`src/include/frame_wr_defs.svh`:
```
`ifndef FRAME_WR_DEFS_SVH
`define FRAME_WR_DEFS_SVH

// channel side
`define FW_NUM_CH       5           // video channels
`define FW_CH_W         3           // bits of a channel index

// AXI write port
`define FW_ADDR_W       28          // DDR byte address
`define FW_DATA_W       256         // one beat
`define FW_BURST_LEN    16          // beats per burst
`define FW_BURST_BYTES  512         // FW_BURST_LEN * FW_DATA_W / 8

// each channel region in DDR holds two frame slots
`define FW_FRAME_BYTES  'h40000     // one slot
`define FW_REGION_BYTES 'h80000     // two slots per channel
`define FW_OFFSET_W     18          // burst offset inside a slot

`endif
```
`src/design/frame_wr_pkg.sv`:
```
`include "frame_wr_defs.svh"

package frame_wr_pkg;

    typedef logic [`FW_DATA_W-1:0]   data_t;     // one beat
    typedef logic [`FW_CH_W-1:0]     ch_idx_t;
    typedef logic [`FW_ADDR_W-1:0]   addr_t;     // DDR byte address
    typedef logic [`FW_OFFSET_W-1:0] offset_t;   // byte offset inside a slot

    // status of one channel line buffer
    typedef struct packed {
        logic burst_ready;  // 16 beats or more buffered
        logic last_burst;   // those beats close the frame
    } ch_status_t;

    // write address channel
    typedef struct packed {
        addr_t      addr;
        ch_idx_t    id;     // channel index
        logic [7:0] len;    // beats - 1
        logic [2:0] size;
        logic [1:0] burst;
    } axi_aw_t;

    // write data channel
    typedef struct packed {
        data_t                  data;
        logic [`FW_DATA_W/8-1:0] strb;
        logic                   last;
    } axi_w_t;

    // write response channel
    typedef struct packed {
        ch_idx_t    id;
        logic [1:0] resp;
    } axi_b_t;

endpackage

```
`src/design/frame_writer_top.sv`:
```
`timescale 1ns/1ps
`include "frame_wr_defs.svh"

module frame_writer_top (
    input  logic                     clk,
    input  logic                     rst,
    // channel line buffers
    input  frame_wr_pkg::ch_status_t ch_status [`FW_NUM_CH],
    input  frame_wr_pkg::data_t      ch_data [`FW_NUM_CH],
    output logic [`FW_NUM_CH-1:0]    ch_pop,
    // AXI write port to DDR
    output frame_wr_pkg::axi_aw_t    aw,
    output logic                     aw_valid,
    input  logic                     aw_ready,
    output frame_wr_pkg::axi_w_t     w,
    output logic                     w_valid,
    input  logic                     w_ready,
    input  frame_wr_pkg::axi_b_t     b,
    input  logic                     b_valid,
    output logic                     b_ready
);

    logic                  grant_valid;
    frame_wr_pkg::ch_idx_t grant_ch;
    frame_wr_pkg::addr_t   burst_addr;
    logic                  last_flag;    // latched at grant
    logic                  burst_done;   // B handshake

    channel_scheduler channel_scheduler_inst (
        .clk         (clk),
        .rst         (rst),
        .ch_status   (ch_status),
        .burst_done  (burst_done),
        .grant_valid (grant_valid),
        .grant_ch    (grant_ch)
    );

    frame_addr_gen frame_addr_gen_inst (
        .clk        (clk),
        .rst        (rst),
        .grant_ch   (grant_ch),
        .burst_done (burst_done),
        .last_flag  (last_flag),
        .burst_addr (burst_addr)
    );

    axi_burst_writer axi_burst_writer_inst (
        .clk         (clk),
        .rst         (rst),
        .grant_valid (grant_valid),
        .grant_ch    (grant_ch),
        .burst_addr  (burst_addr),
        .ch_status   (ch_status),
        .ch_data     (ch_data),
        .ch_pop      (ch_pop),
        .aw          (aw),
        .aw_valid    (aw_valid),
        .aw_ready    (aw_ready),
        .w           (w),
        .w_valid     (w_valid),
        .w_ready     (w_ready),
        .b           (b),
        .b_valid     (b_valid),
        .b_ready     (b_ready),
        .last_flag   (last_flag),
        .burst_done  (burst_done)
    );

endmodule

```
`src/design/axi_burst_writer.sv`:
```
`timescale 1ns/1ps
`include "frame_wr_defs.svh"

module axi_burst_writer (
    input  logic                     clk,
    input  logic                     rst,
    // from scheduler and address generator
    input  logic                     grant_valid,
    input  frame_wr_pkg::ch_idx_t    grant_ch,
    input  frame_wr_pkg::addr_t      burst_addr,
    // channel buffers
    input  frame_wr_pkg::ch_status_t ch_status [`FW_NUM_CH],
    input  frame_wr_pkg::data_t      ch_data [`FW_NUM_CH],
    output logic [`FW_NUM_CH-1:0]    ch_pop,
    // AXI write address
    output frame_wr_pkg::axi_aw_t    aw,
    output logic                     aw_valid,
    input  logic                     aw_ready,
    // AXI write data
    output frame_wr_pkg::axi_w_t     w,
    output logic                     w_valid,
    input  logic                     w_ready,
    // AXI write response
    input  frame_wr_pkg::axi_b_t     b,
    input  logic                     b_valid,
    output logic                     b_ready,
    // burst bookkeeping
    output logic                     last_flag,
    output logic                     burst_done
);

    localparam int BEAT_W = $clog2(`FW_BURST_LEN);
    localparam logic [BEAT_W-1:0] LAST_BEAT = BEAT_W'(`FW_BURST_LEN - 1);

    typedef enum logic [1:0] {
        ST_IDLE,
        ST_ADDR,
        ST_DATA,
        ST_RESP
    } wr_state_t;

    wr_state_t         state;
    logic [BEAT_W-1:0] beat_cnt;
    logic              aw_hs;
    logic              w_hs;

    assign aw_hs = aw_valid && aw_ready;
    assign w_hs  = w_valid && w_ready;

    // address payload only changes between bursts
    assign aw.addr  = burst_addr;
    assign aw.id    = grant_ch;
    assign aw.len   = 8'(`FW_BURST_LEN - 1);
    assign aw.size  = 3'($clog2(`FW_DATA_W / 8));
    assign aw.burst = 2'b01;                        // INCR
    assign aw_valid = (state == ST_ADDR);

    // FWFT head word of the granted channel
    assign w.data  = ch_data[grant_ch];
    assign w.strb  = '1;
    assign w.last  = (beat_cnt == LAST_BEAT);
    assign w_valid = (state == ST_DATA);

    assign b_ready = (state == ST_RESP);

    // a response for another id is taken but does not close the burst
    assign burst_done = b_valid && b_ready && (b.id == grant_ch);

    // pop exactly on the accepted beat
    always_comb begin
        ch_pop = '0;
        if (w_hs) begin
            ch_pop[grant_ch] = 1'b1;
        end
    end

    always_ff @(posedge clk or negedge rst) begin
        if (!rst) begin
            state     <= ST_IDLE;
            beat_cnt  <= '0;
            last_flag <= 1'b0;
        end else begin
            case (state)
                ST_IDLE: begin
                    if (grant_valid) begin
                        state     <= ST_ADDR;
                        last_flag <= ch_status[grant_ch].last_burst;   // frame end of this burst
                    end
                end
                ST_ADDR: begin
                    if (aw_hs) begin
                        state    <= ST_DATA;
                        beat_cnt <= '0;
                    end
                end
                ST_DATA: begin
                    if (w_hs) begin
                        beat_cnt <= beat_cnt + 1'b1;
                        if (w.last) begin
                            state <= ST_RESP;
                        end
                    end
                end
                ST_RESP: begin
                    if (burst_done) begin
                        state <= ST_IDLE;   // scheduler drops the grant on the same edge
                    end
                end
                default: begin
                    state <= ST_IDLE;
                end
            endcase
        end
    end

endmodule

```
`src/design/frame_addr_gen.sv`:
```
`timescale 1ns/1ps
`include "frame_wr_defs.svh"

module frame_addr_gen (
    input  logic                  clk,
    input  logic                  rst,
    input  frame_wr_pkg::ch_idx_t grant_ch,
    input  logic                  burst_done,
    input  logic                  last_flag,
    output frame_wr_pkg::addr_t   burst_addr
);

    frame_wr_pkg::offset_t burst_off [`FW_NUM_CH];  // next burst inside the slot
    logic [`FW_NUM_CH-1:0] slot;                    // ping-pong slot per channel

    frame_wr_pkg::addr_t region_base;
    frame_wr_pkg::addr_t slot_base;

    // channel region, then slot, then offset
    assign region_base = frame_wr_pkg::addr_t'(grant_ch)
                       * frame_wr_pkg::addr_t'(`FW_REGION_BYTES);

    assign slot_base = slot[grant_ch] ? frame_wr_pkg::addr_t'(`FW_FRAME_BYTES) : '0;

    assign burst_addr = region_base + slot_base
                      + frame_wr_pkg::addr_t'(burst_off[grant_ch]);

    always_ff @(posedge clk or negedge rst) begin
        if (!rst) begin
            for (int i = 0; i < `FW_NUM_CH; i++) begin
                burst_off[i] <= '0;
            end
            slot <= '0;
        end else if (burst_done) begin
            if (last_flag) begin
                // frame closed so the next one goes to the other slot
                burst_off[grant_ch] <= '0;
                slot[grant_ch]      <= ~slot[grant_ch];
            end else begin
                burst_off[grant_ch] <= burst_off[grant_ch]
                                     + frame_wr_pkg::offset_t'(`FW_BURST_BYTES);
            end
        end
    end

endmodule

```
`src/design/channel_scheduler.sv`:
```
`timescale 1ns/1ps
`include "frame_wr_defs.svh"

module channel_scheduler (
    input  logic                     clk,
    input  logic                     rst,
    input  frame_wr_pkg::ch_status_t ch_status [`FW_NUM_CH],
    input  logic                     burst_done,
    output logic                     grant_valid,
    output frame_wr_pkg::ch_idx_t    grant_ch
);

    localparam frame_wr_pkg::ch_idx_t LAST_CH = frame_wr_pkg::ch_idx_t'(`FW_NUM_CH - 1);

    frame_wr_pkg::ch_idx_t rr_ptr;      // first channel to look at
    frame_wr_pkg::ch_idx_t pick_ch;
    logic                  pick_valid;

    // first ready channel at or after the pointer, wrapping at FW_NUM_CH
    always_comb begin
        int idx;
        pick_valid = 1'b0;
        pick_ch    = rr_ptr;
        for (int k = 0; k < `FW_NUM_CH; k++) begin
            idx = int'(rr_ptr) + k;
            if (idx >= `FW_NUM_CH) begin
                idx = idx - `FW_NUM_CH;
            end
            if (!pick_valid && ch_status[idx].burst_ready) begin
                pick_valid = 1'b1;
                pick_ch    = frame_wr_pkg::ch_idx_t'(idx);
            end
        end
    end

    always_ff @(posedge clk or negedge rst) begin
        if (!rst) begin
            grant_valid <= 1'b0;
            grant_ch    <= '0;
            rr_ptr      <= '0;
        end else if (grant_valid) begin
            // grant held for the whole burst
            if (burst_done) begin
                grant_valid <= 1'b0;
                rr_ptr      <= (grant_ch == LAST_CH) ? '0 : grant_ch + 1'b1;
            end
        end else if (pick_valid) begin
            grant_valid <= 1'b1;
            grant_ch    <= pick_ch;
        end
    end

endmodule

```
`config.mk`:
```
export PLATFORM = sky130hd
export DESIGN_NAME = frame_writer_top
export DESIGN_NICKNAME = d
export VERILOG_FILES = /design/src/design/frame_wr_pkg.sv /design/src/design/frame_writer_top.sv /design/src/design/axi_burst_writer.sv /design/src/design/frame_addr_gen.sv /design/src/design/channel_scheduler.sv
export VERILOG_INCLUDE_DIRS = /design/src /design/src/include
export SDC_FILE = /design/constraint.sdc
export NUM_CORES = 1
export LEC_CHECK = 0
export BUFFER_PORTS_ARGS = -buffer_cell sky130_fd_sc_hd__buf_2
export CELL_PAD_IN_SITES_DETAIL_PLACEMENT = 1
export CELL_PAD_IN_SITES_GLOBAL_PLACEMENT = 1
export CORE_AREA = 2 2 635 637
export CTS_CLUSTER_SIZE = 12
export DETAILED_ROUTE_END_ITERATION = 10
export DIE_AREA = 0 0 637 639
export HOLD_SLACK_MARGIN = 0.15
export PLACE_DENSITY = 0.33
export SYNTH_ARGS = -nofsm -noshare
export SYNTH_HDL_FRONTEND = slang
export SYNTH_SLANG_ARGS = --single-unit
```
`constraint.sdc`:
```
create_clock -name clk -period 3.75 [get_ports clk]
set_input_delay 0.1875 -clock clk [delete_from_list [all_inputs] [get_ports clk]]
set_output_delay 0.1875 -clock clk [all_outputs]
set_load 0.005 [all_outputs]
```
Word level (Yosys, flattened, before mapping) --
Index checks and enable logic that the tools add are counted. W data, S select, Z words.
Word-level totals: input port bits 1300, memory bits (writable) 0, memories 0, bits in read-only memories 0, flip-flop bits (word level) 109, latch bits 0
Cells by class: shift operators 0, multiplexer cells 63, $mul 0, order comparisons 14, div/mod/pow operators 0, add/subtract/negate cells 14, equality and inequality tests 11, reductions and logical operators 22, bitwise logic cells 10
Operators with widths (number):
- $bmux W256 S3 | 1
- $mux W256 | 2
- $ge A32 B4 Y1 const B | 9
- $mux W32 | 5
- $not A32 Y32 | 5
- $sub A32 B4 Y32 const B | 4
- $and A90 B90 Y90 | 1
- $bwmux W90 | 1
- $mux W90 | 1
- $not A90 Y90 | 1
- $bmux W18 S3 | 1
- $demux W18 S3 | 1
- $mux W18 | 3
- $bmux W2 S3 | 6
- $mux W2 | 15
- $add A22 B28 Y28 | 1
- $add A28 B18 Y28 | 1
- $mux W19 | 1
- $add A18 B10 Y18 const B | 1
- $mux W3 | 6
- $mux W1 | 12
- $logic_and A1 B1 Y1 | 10
- $ne A2 B2 Y1 const B | 5
- $add A3 B2 Y4 const B | 2
- 30 further kinds | 39

Depth between registers and ports, before layout --
Gate-level depths: netlist of run 1.
depth in word-level cells 21, mapped depth 14, mapped depth without buffers 12

Modules after synthesis --
Synthesis of run 1 repeated with hierarchy kept, for this count alone.
Unflattened totals: cells, all modules 2104, area, all modules 16871.2 um^2
By module, submodules not included:
- axi_burst_writer | instances 1, cells an instance 1461, area an instance 10784.1 um^2, seq. area each 175.2 um^2
- frame_addr_gen | instances 1, cells an instance 452, area an instance 4524.3 um^2, seq. area each 2377.3 um^2
- channel_scheduler | instances 1, cells an instance 191, area an instance 1562.7 um^2, seq. area each 175.2 um^2

Least setup slack after synthesis of run 1 --
Ideal clock, no wire load.
path type reg2reg, from reg channel_scheduler_inst.rr_ptr[1], to reg channel_scheduler_inst.grant_ch[0], clock period less this slack 3.197 ns, arrival time 3.073 ns, slack 0.553 ns, stages on the path, launching flop included 14, cell sequence dfrtp_1 > clkbuf_1 > inv_1 > ha_1 > buf_4 > nor3b_1 > a2111oi_2 > o211a_1 > or2_1 > buf_2 > nor2_1 > a2111oi_0 > a221oi_2 > o31a_1
Between the ends: cells in the longest elaborated chain, start to end 20
Ends and longest elaborated chain:
- start: declaration | RTL line channel_scheduler.sv:15 | frame_wr_pkg::ch_idx_t rr_ptr;
- start signal: assignment | RTL line channel_scheduler.sv:45 | rr_ptr <= (grant_ch == LAST_CH) ? '0 : grant_ch + 1'b1;
- parallel branches: the longest is 20 deep, another holds $sub A32 B4 Y32
- end signal: assignment | RTL line channel_scheduler.sv:49 | grant_ch <= pick_ch;
- end: declaration | RTL line channel_scheduler.sv:10 | output frame_wr_pkg::ch_idx_t grant_ch
Parallel ways; which one is timed is not known. The select of a mux whose other input is x is not followed. A chain may end at the register's enable or synchronous reset.

==> run_results.csv, run 1 <==
group,metric,value,unit
status,status,"finished clean",
synth,synthFlopType,"dfrtp_1",
timing,setup_violations,0,
floorplanning,dieArea,407000,sq um
pwr,peakVddDrop,0.3748,mV
placement,hpwl,315.1,mm
synth,ys.warnings.count,0,
synth,synth_area,15310,sq um
route,antenna_left,0,
route,drcViolationCount,0,
layout,area_delta_synth_final,103.0,%
route,dr.pass1.iters,5,
worst_setup_path,path_cells,"nor3b_4 > buf_4 > buf_12 > buf_12 > a22o_1 > buf_4 > buf_12",
clocking,cts_buffer_depth,2,
synth,synth_edf_count,0,
run,drv_cap,0,
synth,synth-async-reset-ratio,1.000,
global_route,antenna_found_initial,454,
global_route,grt_usage,0.1581,
synth,synth_cell_types,82,
clocking,clk_pin_slew,0.08,ns
placement,placed_cell_area,30420,sq um
layout,fin_nets,4178,
timing,period_minus_slack,3.572,ns
clocking,cts_root_buffer,"clkbuf_16",
floorplanning,ios,1641,
layout,stdcell_area,31070,sq um
worst_setup_path,crit_top_cell,"buf_12",
clocking,worstSkewPairLatency,0.36,ns
synth,synth_top_area_share,0.4061,
timing,fin_skew,0.01039,ns
clocking,htreeDepth,3,
global_route,grt_max_degree,125,
floorplanning,num_rows,233,
worst_setup_path,critPathMaxFanout,79,
hold_path,hp-class,"in -> reg",
timing,slew_headroom,0.2455,
route,vias,22860,
clocking,clkSinkCount,109,
synth,synthCells,1338,
worst_setup_path,cp.arrival,3.38,ns
global_route,grt_overflow_total,0,
route,routed_wl,337.1,mm
timing,rsz0062_at_grt,"no",
pwr,p_int,8.425,mW
timing,tightest_slew,1.132,ns
synth,avgSynthCellArea,11.44,sq um
floorplanning,dieHeight,639,um
synth,yosysTopAreaCell,"mux4_2",
timing,min_period_over_period,0.9526,
pwr,power_density,638.6,nW/um^2
pwr,seqPwrFrac,0.072,
worst_setup_path,cp_num_buf_inv,5,
route,wl_per_cell,40.71,um
pwr,pwr-share-clk,0.051,
route,avgViaCountPerCell,2.761,
worst_setup_path,crit_type,"reg -> out",
clocking,cts_tree,"built",
placement,portBuffers,1587,
pwr,power,19.84,mW
synth,synthTopCellsByArea,"mux4_2, dfrtp_1, a22o_1, nand2_1, buf_4",
layout,drive_above_1_share,0.7002,
worst_setup_path,path_delay_family,"buffers and inverters",
pwr,swShare,0.5753,
global_route,grt_pass1_vias,22030,
global_route,grt_pass1_wl,386.4,mm
floorplanning,start_util,0.03818,
worst_setup_path,worstPathRequired,3.56,ns
timing,finalHoldViolCount,0,
floorplanning,core,400900,sq um
timing,final.setup.tns,0,ns
timing,fmax,279.9,MHz
timing,maxSlewViolCount,0,
clocking,post_cts_buffers,0,
worst_setup_path,r2r_setup_slack,0.39,ns
worst_setup_path,critPathMaxStageDelay,0.70,ns
route,drtIter0Drc,1785,
layout,num-fill-cells,47690,
placement,gp_congestion,1.016,
worst_setup_path,cp-end-kind,"primary output",
synth,ys_ff_latch,109,
synth,synth-seq-area-share,0.1782,
pwr,netSwitchingPower,11.41,mW
worst_setup_path,start_kind,"flop",
worst_setup_path,crit_slowest_cell,"dfrtp_4",
pwr,p_leak,13.20,nW
pwr,p_comb_frac,0.877,
clocking,cts_buffers,9,
floorplanning,die_x,637,um
==> Yosys cell counts (4+ instances only) <==
cell      instances
o31ai_1           8
and2_1           10
buf_4            57
xor2_1            4
nand3_1           9
dfrtp_1         109
mux4_2          276
a21o_1            4
ha_1             17
a22o_1          277
nand2_1         159
clkbuf_1        106
mux2_2           26
nor2b_1          10
buf_2            39
a221oi_1          4
o21ai_0          41
mux2i_1           8
nor2_1           22
nor3_1           14
and3_1            7
inv_1            22
xnor2_1           8
o211ai_1          5
a21oi_1          11
==> area by class of cell <==
type / instances / area (sq um) / area share
multi-input cells: 1049 / 11640 / 0.3746
clock buffers: 10 / 239.0 / 0.007693
diodes: 129 / 322.8 / 0.01039
flip-flops and latches: 109 / 2735 / 0.08804
inverters: 24 / 97.59 / 0.003141
clock inverters: 6 / 65.06 / 0.002094
repair buffers: 1667 / 9354 / 0.3011
well taps: 5287 / 6615 / 0.2129
==> per-stage QoR <==
stage          hold WS (ns)  instances     util  setup WS [ns]
4_1_cts              0.3323       8152  0.07669         0.1724
3_5_place_dp         0.3410       8134  0.07589         0.3709
2_1_floorplan       -0.1081       1387        -         0.5529
3_3_place_gp         0.3338       8134  0.07589         0.1713
6_report             0.3380       8281  0.07750         0.1777
5_1_grt              0.3659       8230  0.07718         0.1149
==> placed cells by master, fill, tap and decap left out, types with 9 or more instances in the layout <==
master	instances
a21oi_1	11
a22o_1	277
and2_1	10
buf_12	56
buf_2	1545
buf_4	64
clkbuf_16	9
conb_1	51
dfrtp_1	107
diode_2	129
ha_1	17
inv_1	22
mux2_2	26
mux4_2	276
nand2_1	159
nand3_1	9
nor2_1	22
nor2b_1	10
nor3_1	13
o21ai_0	41
==> per-layer routing <==
metal	routed length [um]	vias up	track usage
met2	166600	1888	0.2801
met3	38230	729	0.07275
met1	122500	11460	0.1736
li1	-	8647	-
met5	858	-	0
met4	8845	132	0.02680
==> registers in the layout, summed over array words and instances, names as in the netlist <==
name,count
frame_addr_gen_inst.burst_off,90
frame_addr_gen_inst.slot,5
axi_burst_writer_inst.beat_cnt,4
channel_scheduler_inst.grant_ch,3
channel_scheduler_inst.rr_ptr,3
axi_burst_writer_inst.state,2
axi_burst_writer_inst.last_flag,1
channel_scheduler_inst.grant_valid,1
==> final timing paths <==
| check | start | cells after the start | to |
|---|---|---|---|
| min reg2reg | frame_addr_gen_inst.burst_off[27] | 2 | frame_addr_gen_inst.burst_off[27] |
| min in group asynchronous | rst | 2 | channel_scheduler_inst.rr_ptr[1] |
| max reg2reg | channel_scheduler_inst.rr_ptr[1] | 13 | channel_scheduler_inst.grant_ch[0] |
| max | channel_scheduler_inst.grant_ch[0] | 7 | w[46] |
| min | ch_status[1] | 3 | channel_scheduler_inst.grant_ch[2] |
| max in group asynchronous | rst | 3 | channel_scheduler_inst.grant_ch[0] |
==> worst register-to-register path, cell delays in order (launching register included) <==
cell and delay (ns):
dfrtp_1 0.43, buf_4 0.20, ha_1 0.15, inv_1 0.05
fa_1 0.44, a21oi_2 0.34, o21bai_1 0.19, o211a_1 0.23
or2_1 0.15, nor2_1 0.05, a2111oi_0 0.49, buf_4 0.20
a221oi_2 0.04, o31a_1 0.30
==> power groups by stage <==
stage | Sequential (mW) | Combinational [mW] | Clock (mW)
3_5_place_dp | 1.47 | 18.0 | 0
5_1_grt | 1.46 | 18.6 | 1.09
6_report | 1.43 | 17.4 | 1.01
3_3_place_gp | 1.47 | 18.1 | 0
2_1_floorplan | 1.35 | 7.43 | 0
4_1_cts | 1.44 | 18.1 | 1.05
==> repair_timing <==
action	in CTS	in global routing
endpoints found under the setup margin	0	0
hold buffers	2	0
gates resized for setup	0	0
hold endpoints to repair	55	0
==> kinds of logic (layout without fill, tap and decap cells) <==
logic type,after synthesis,count (layout),synth area share
compound gates,397,397,0.2161
xor+xnor,12,12,0.006867
fa+ha+maj,18,18,0.01520
buf+inv,229,1707,0.07382
flops,109,109,0.1782
mux,310,310,0.4305
other cells,2,180,0.0004907
simple gates,261,261,0.07889
Note: power is estimated with default switching activity, not from simulation.
==> run 2: changes to the inputs <==
--- a/config.mk
+++ b/config.mk
@@ -7,14 +7,12 @@
 export NUM_CORES = 1
 export LEC_CHECK = 0
 export BUFFER_PORTS_ARGS = -buffer_cell sky130_fd_sc_hd__buf_2
-export CELL_PAD_IN_SITES_DETAIL_PLACEMENT = 1
-export CELL_PAD_IN_SITES_GLOBAL_PLACEMENT = 1
-export CORE_AREA = 2 2 635 637
+export CORE_AREA = 2 2 638 640
 export CTS_CLUSTER_SIZE = 12
 export DETAILED_ROUTE_END_ITERATION = 10
-export DIE_AREA = 0 0 637 639
+export DIE_AREA = 0 0 640 642
 export HOLD_SLACK_MARGIN = 0.15
-export PLACE_DENSITY = 0.33
+export PLACE_DENSITY = 0.3
 export SYNTH_ARGS = -nofsm -noshare
 export SYNTH_HDL_FRONTEND = slang
 export SYNTH_SLANG_ARGS = --single-unit
==> run_results.csv, run 2 (same netlist as run 1, synthesis figures left out) <==
group,metric,value,unit
floorplanning,num_rows,234,
layout,largest_register_ff_count,90,
global_route,grt.busiest_layer,"met2",
clocking,worstSkewPairLatency,0.35,ns
layout,area_delta_synth_final,100.9,%
timing,tightest_slew,0.9964,ns
pwr,p_leak,13.10,nW
status,status,"finished clean",
clocking,htreeDepth,3,
clocking,cts_buffers,9,
hold_path,worstHoldStart,"ch_status[1]",
route,drcViolationCount,0,
route,dr.pass1.iters,5,
floorplanning,ios,1641,
global_route,grt_usage,0.1636,
global_route,grt_pass1_wl,399.5,mm
clocking,clk_pin_slew,0.07,ns
placement,hpwl,326.9,mm
clocking,cts_buffer_depth,2,
floorplanning,dieHeight,642,um
timing,final.setup.tns,0,ns
worst_setup_path,crit_type,"reg -> out",
placement,portBuffers,1587,
floorplanning,core,404300,sq um
floorplanning,die_x,640,um
worst_setup_path,timing.rr.end,"channel_scheduler_inst.grant_ch[0]",
pwr,power,19.18,mW
timing,rsz0062_at_grt,"no",
run,drv_cap,0,
global_route,use_met2,0.2899,
clocking,post_cts_buffers,0,
layout,top_regs,"frame_addr_gen_inst.burst_off: 90 flops, frame_addr_gen_inst.slot: 5 flops, axi_burst_writer_inst.beat_cnt: 4 flops",
worst_setup_path,worst_r2r_path_depth,11,
timing,min_period_over_period,0.9134,
worst_setup_path,r2r_setup_slack,0.38,ns
global_route,grtUsageMet1,0.1834,
route,drtIter0Drc,1676,
route,avgViaCountPerCell,2.718,
timing,maxSlewViolCount,0,
route,wl_per_cell,41.71,um
layout,layout_commonest_cell,"buf_2",
global_route,grt_overflow_total,0,
pwr,peakVddDrop,0.3397,mV
clocking,cts_root_buffer,"clkbuf_16",
hold_path,holdPathEnd,"channel_scheduler_inst.grant_ch[2]",
layout,drive_above_1_share,0.6994,
layout,regMostFlops,"frame_addr_gen_inst.burst_off",
placement,gp_congestion,1.022,
worst_setup_path,critPathMaxFanout,75,
route,antenna_left,0,
global_route,antenna_found_initial,494,
route,vias,22810,
global_route,grt_pass1_vias,21680,
worst_setup_path,worstPathRequired,3.56,ns
clocking,clkSinkCount,109,
timing,setup_violations,0,
global_route,grt_max_degree,110,
hold_path,whs_path_depth,3,
clocking,cts_tree,"built",
route,routed_wl,349.9,mm
timing,fmax,291.9,MHz
layout,fin_util,0.07606,
pwr,power_density,623.6,nW/um^2
layout,fin_nets,4175,
global_route,use_met3,0.07074,
layout,layout.cells.most_common_list,"buf_2, a22o_1, mux4_2",
timing,finalHoldViolCount,0,
floorplanning,dieArea,410900,sq um
worst_setup_path,cp.arrival,3.24,ns
hold_path,hp-class,"in -> reg",
floorplanning,start_util,0.03786,
worst_setup_path,cp-end-kind,"primary output",
worst_setup_path,reg2reg_from,"channel_scheduler_inst.rr_ptr[1]",
worst_setup_path,start_kind,"flop",
timing,fin_skew,0.009890,ns
timing,period_minus_slack,3.425,ns
timing,slew_headroom,0.3287,
-- run 2: changes by cell type in the layout (fill, tap and decap cells not counted), moves of 2 or more --
cell	previous run	this run
buf_2	1545	1573
diode_2	129	101
buf_12	56	31
buf_4	64	58
clkinv_2	0	2
inv_8	3	1
-- run 2: routing by layer --
| metal | up-vias | wire [um] |
|---|---|---|
| li1 | 8607 | - |
| met1 | 11250 | 133000 |
| met2 | 1951 | 172400 |
| met3 | 828 | 35680 |
| met4 | 168 | 7781 |
| met5 | - | 1128 |
-- run 2: worst max path at each step --
stage                                                  start  slack, ns  depth (start not counted)                                 end
after CTS                 channel_scheduler_inst.grant_ch[0]       0.25                          6                               w[66]
final                     channel_scheduler_inst.grant_ch[0]       0.32                          6                              w[209]
after detailed placement    channel_scheduler_inst.rr_ptr[1]       0.41                         11  channel_scheduler_inst.grant_ch[0]
after floorplan             channel_scheduler_inst.rr_ptr[1]       0.55                         13  channel_scheduler_inst.grant_ch[0]
after global placement      channel_scheduler_inst.rr_ptr[1]       0.26                         11  channel_scheduler_inst.grant_ch[0]
after global routing        channel_scheduler_inst.rr_ptr[1]       0.17                         11  channel_scheduler_inst.grant_ch[0]
-- run 2: timing repair --
| action | CTS | global route |
|---|---|---|
| endpoints found under the hold margin | 110 | 0 |
| hold buffers | 2 | 0 |
| resized for setup | 0 | 0 |
-- run 2: power breakdown --
group | switching (mW) | leakage, nW | internal [mW] | total [mW]
sequential | 0.255 | 1.50 | 1.26 | 1.51
combinational | 10.4 | 11.5 | 6.23 | 16.7
clock | 0.462 | 0.146 | 0.534 | 0.995
-- run 2: stage by stage --
stage | setup slack, ns | instance area, sq um | std cells | hold WS (ns)
after global placement | 0.2603 | 30190 | 8272 | 0.3359
final | 0.3246 | 30750 | 8390 | 0.3362
after global routing | 0.1747 | 30630 | 8339 | 0.3632
after floorplan | 0.5529 | 15490 | 1387 | -0.1081
after detailed placement | 0.4075 | 30190 | 8272 | 0.3480
after CTS | 0.2496 | 30500 | 8289 | 0.3327
-- run 2: cell type report --
type / instances / area (sq um)
Fill cell: 47610 / 373600
Multi-Input combinational cell: 1049 / 11640
Timing Repair Buffer: 1664 / 8949
Tap cell: 5428 / 6792
Sequential cell: 109 / 2735
Antenna cell: 101 / 252.7
Clock buffer: 11 / 242.7
Inverter: 24 / 97.59
Clock inverter: 4 / 48.80
-- run 2: worst max-delay path, stage by stage (launching register included) --
cell	delay, ns
dfrtp_4	0.74
nor3b_4	0.30
buf_12	0.27
buf_12	0.33
buf_12	0.32
a22o_1	0.36
buf_2	0.18
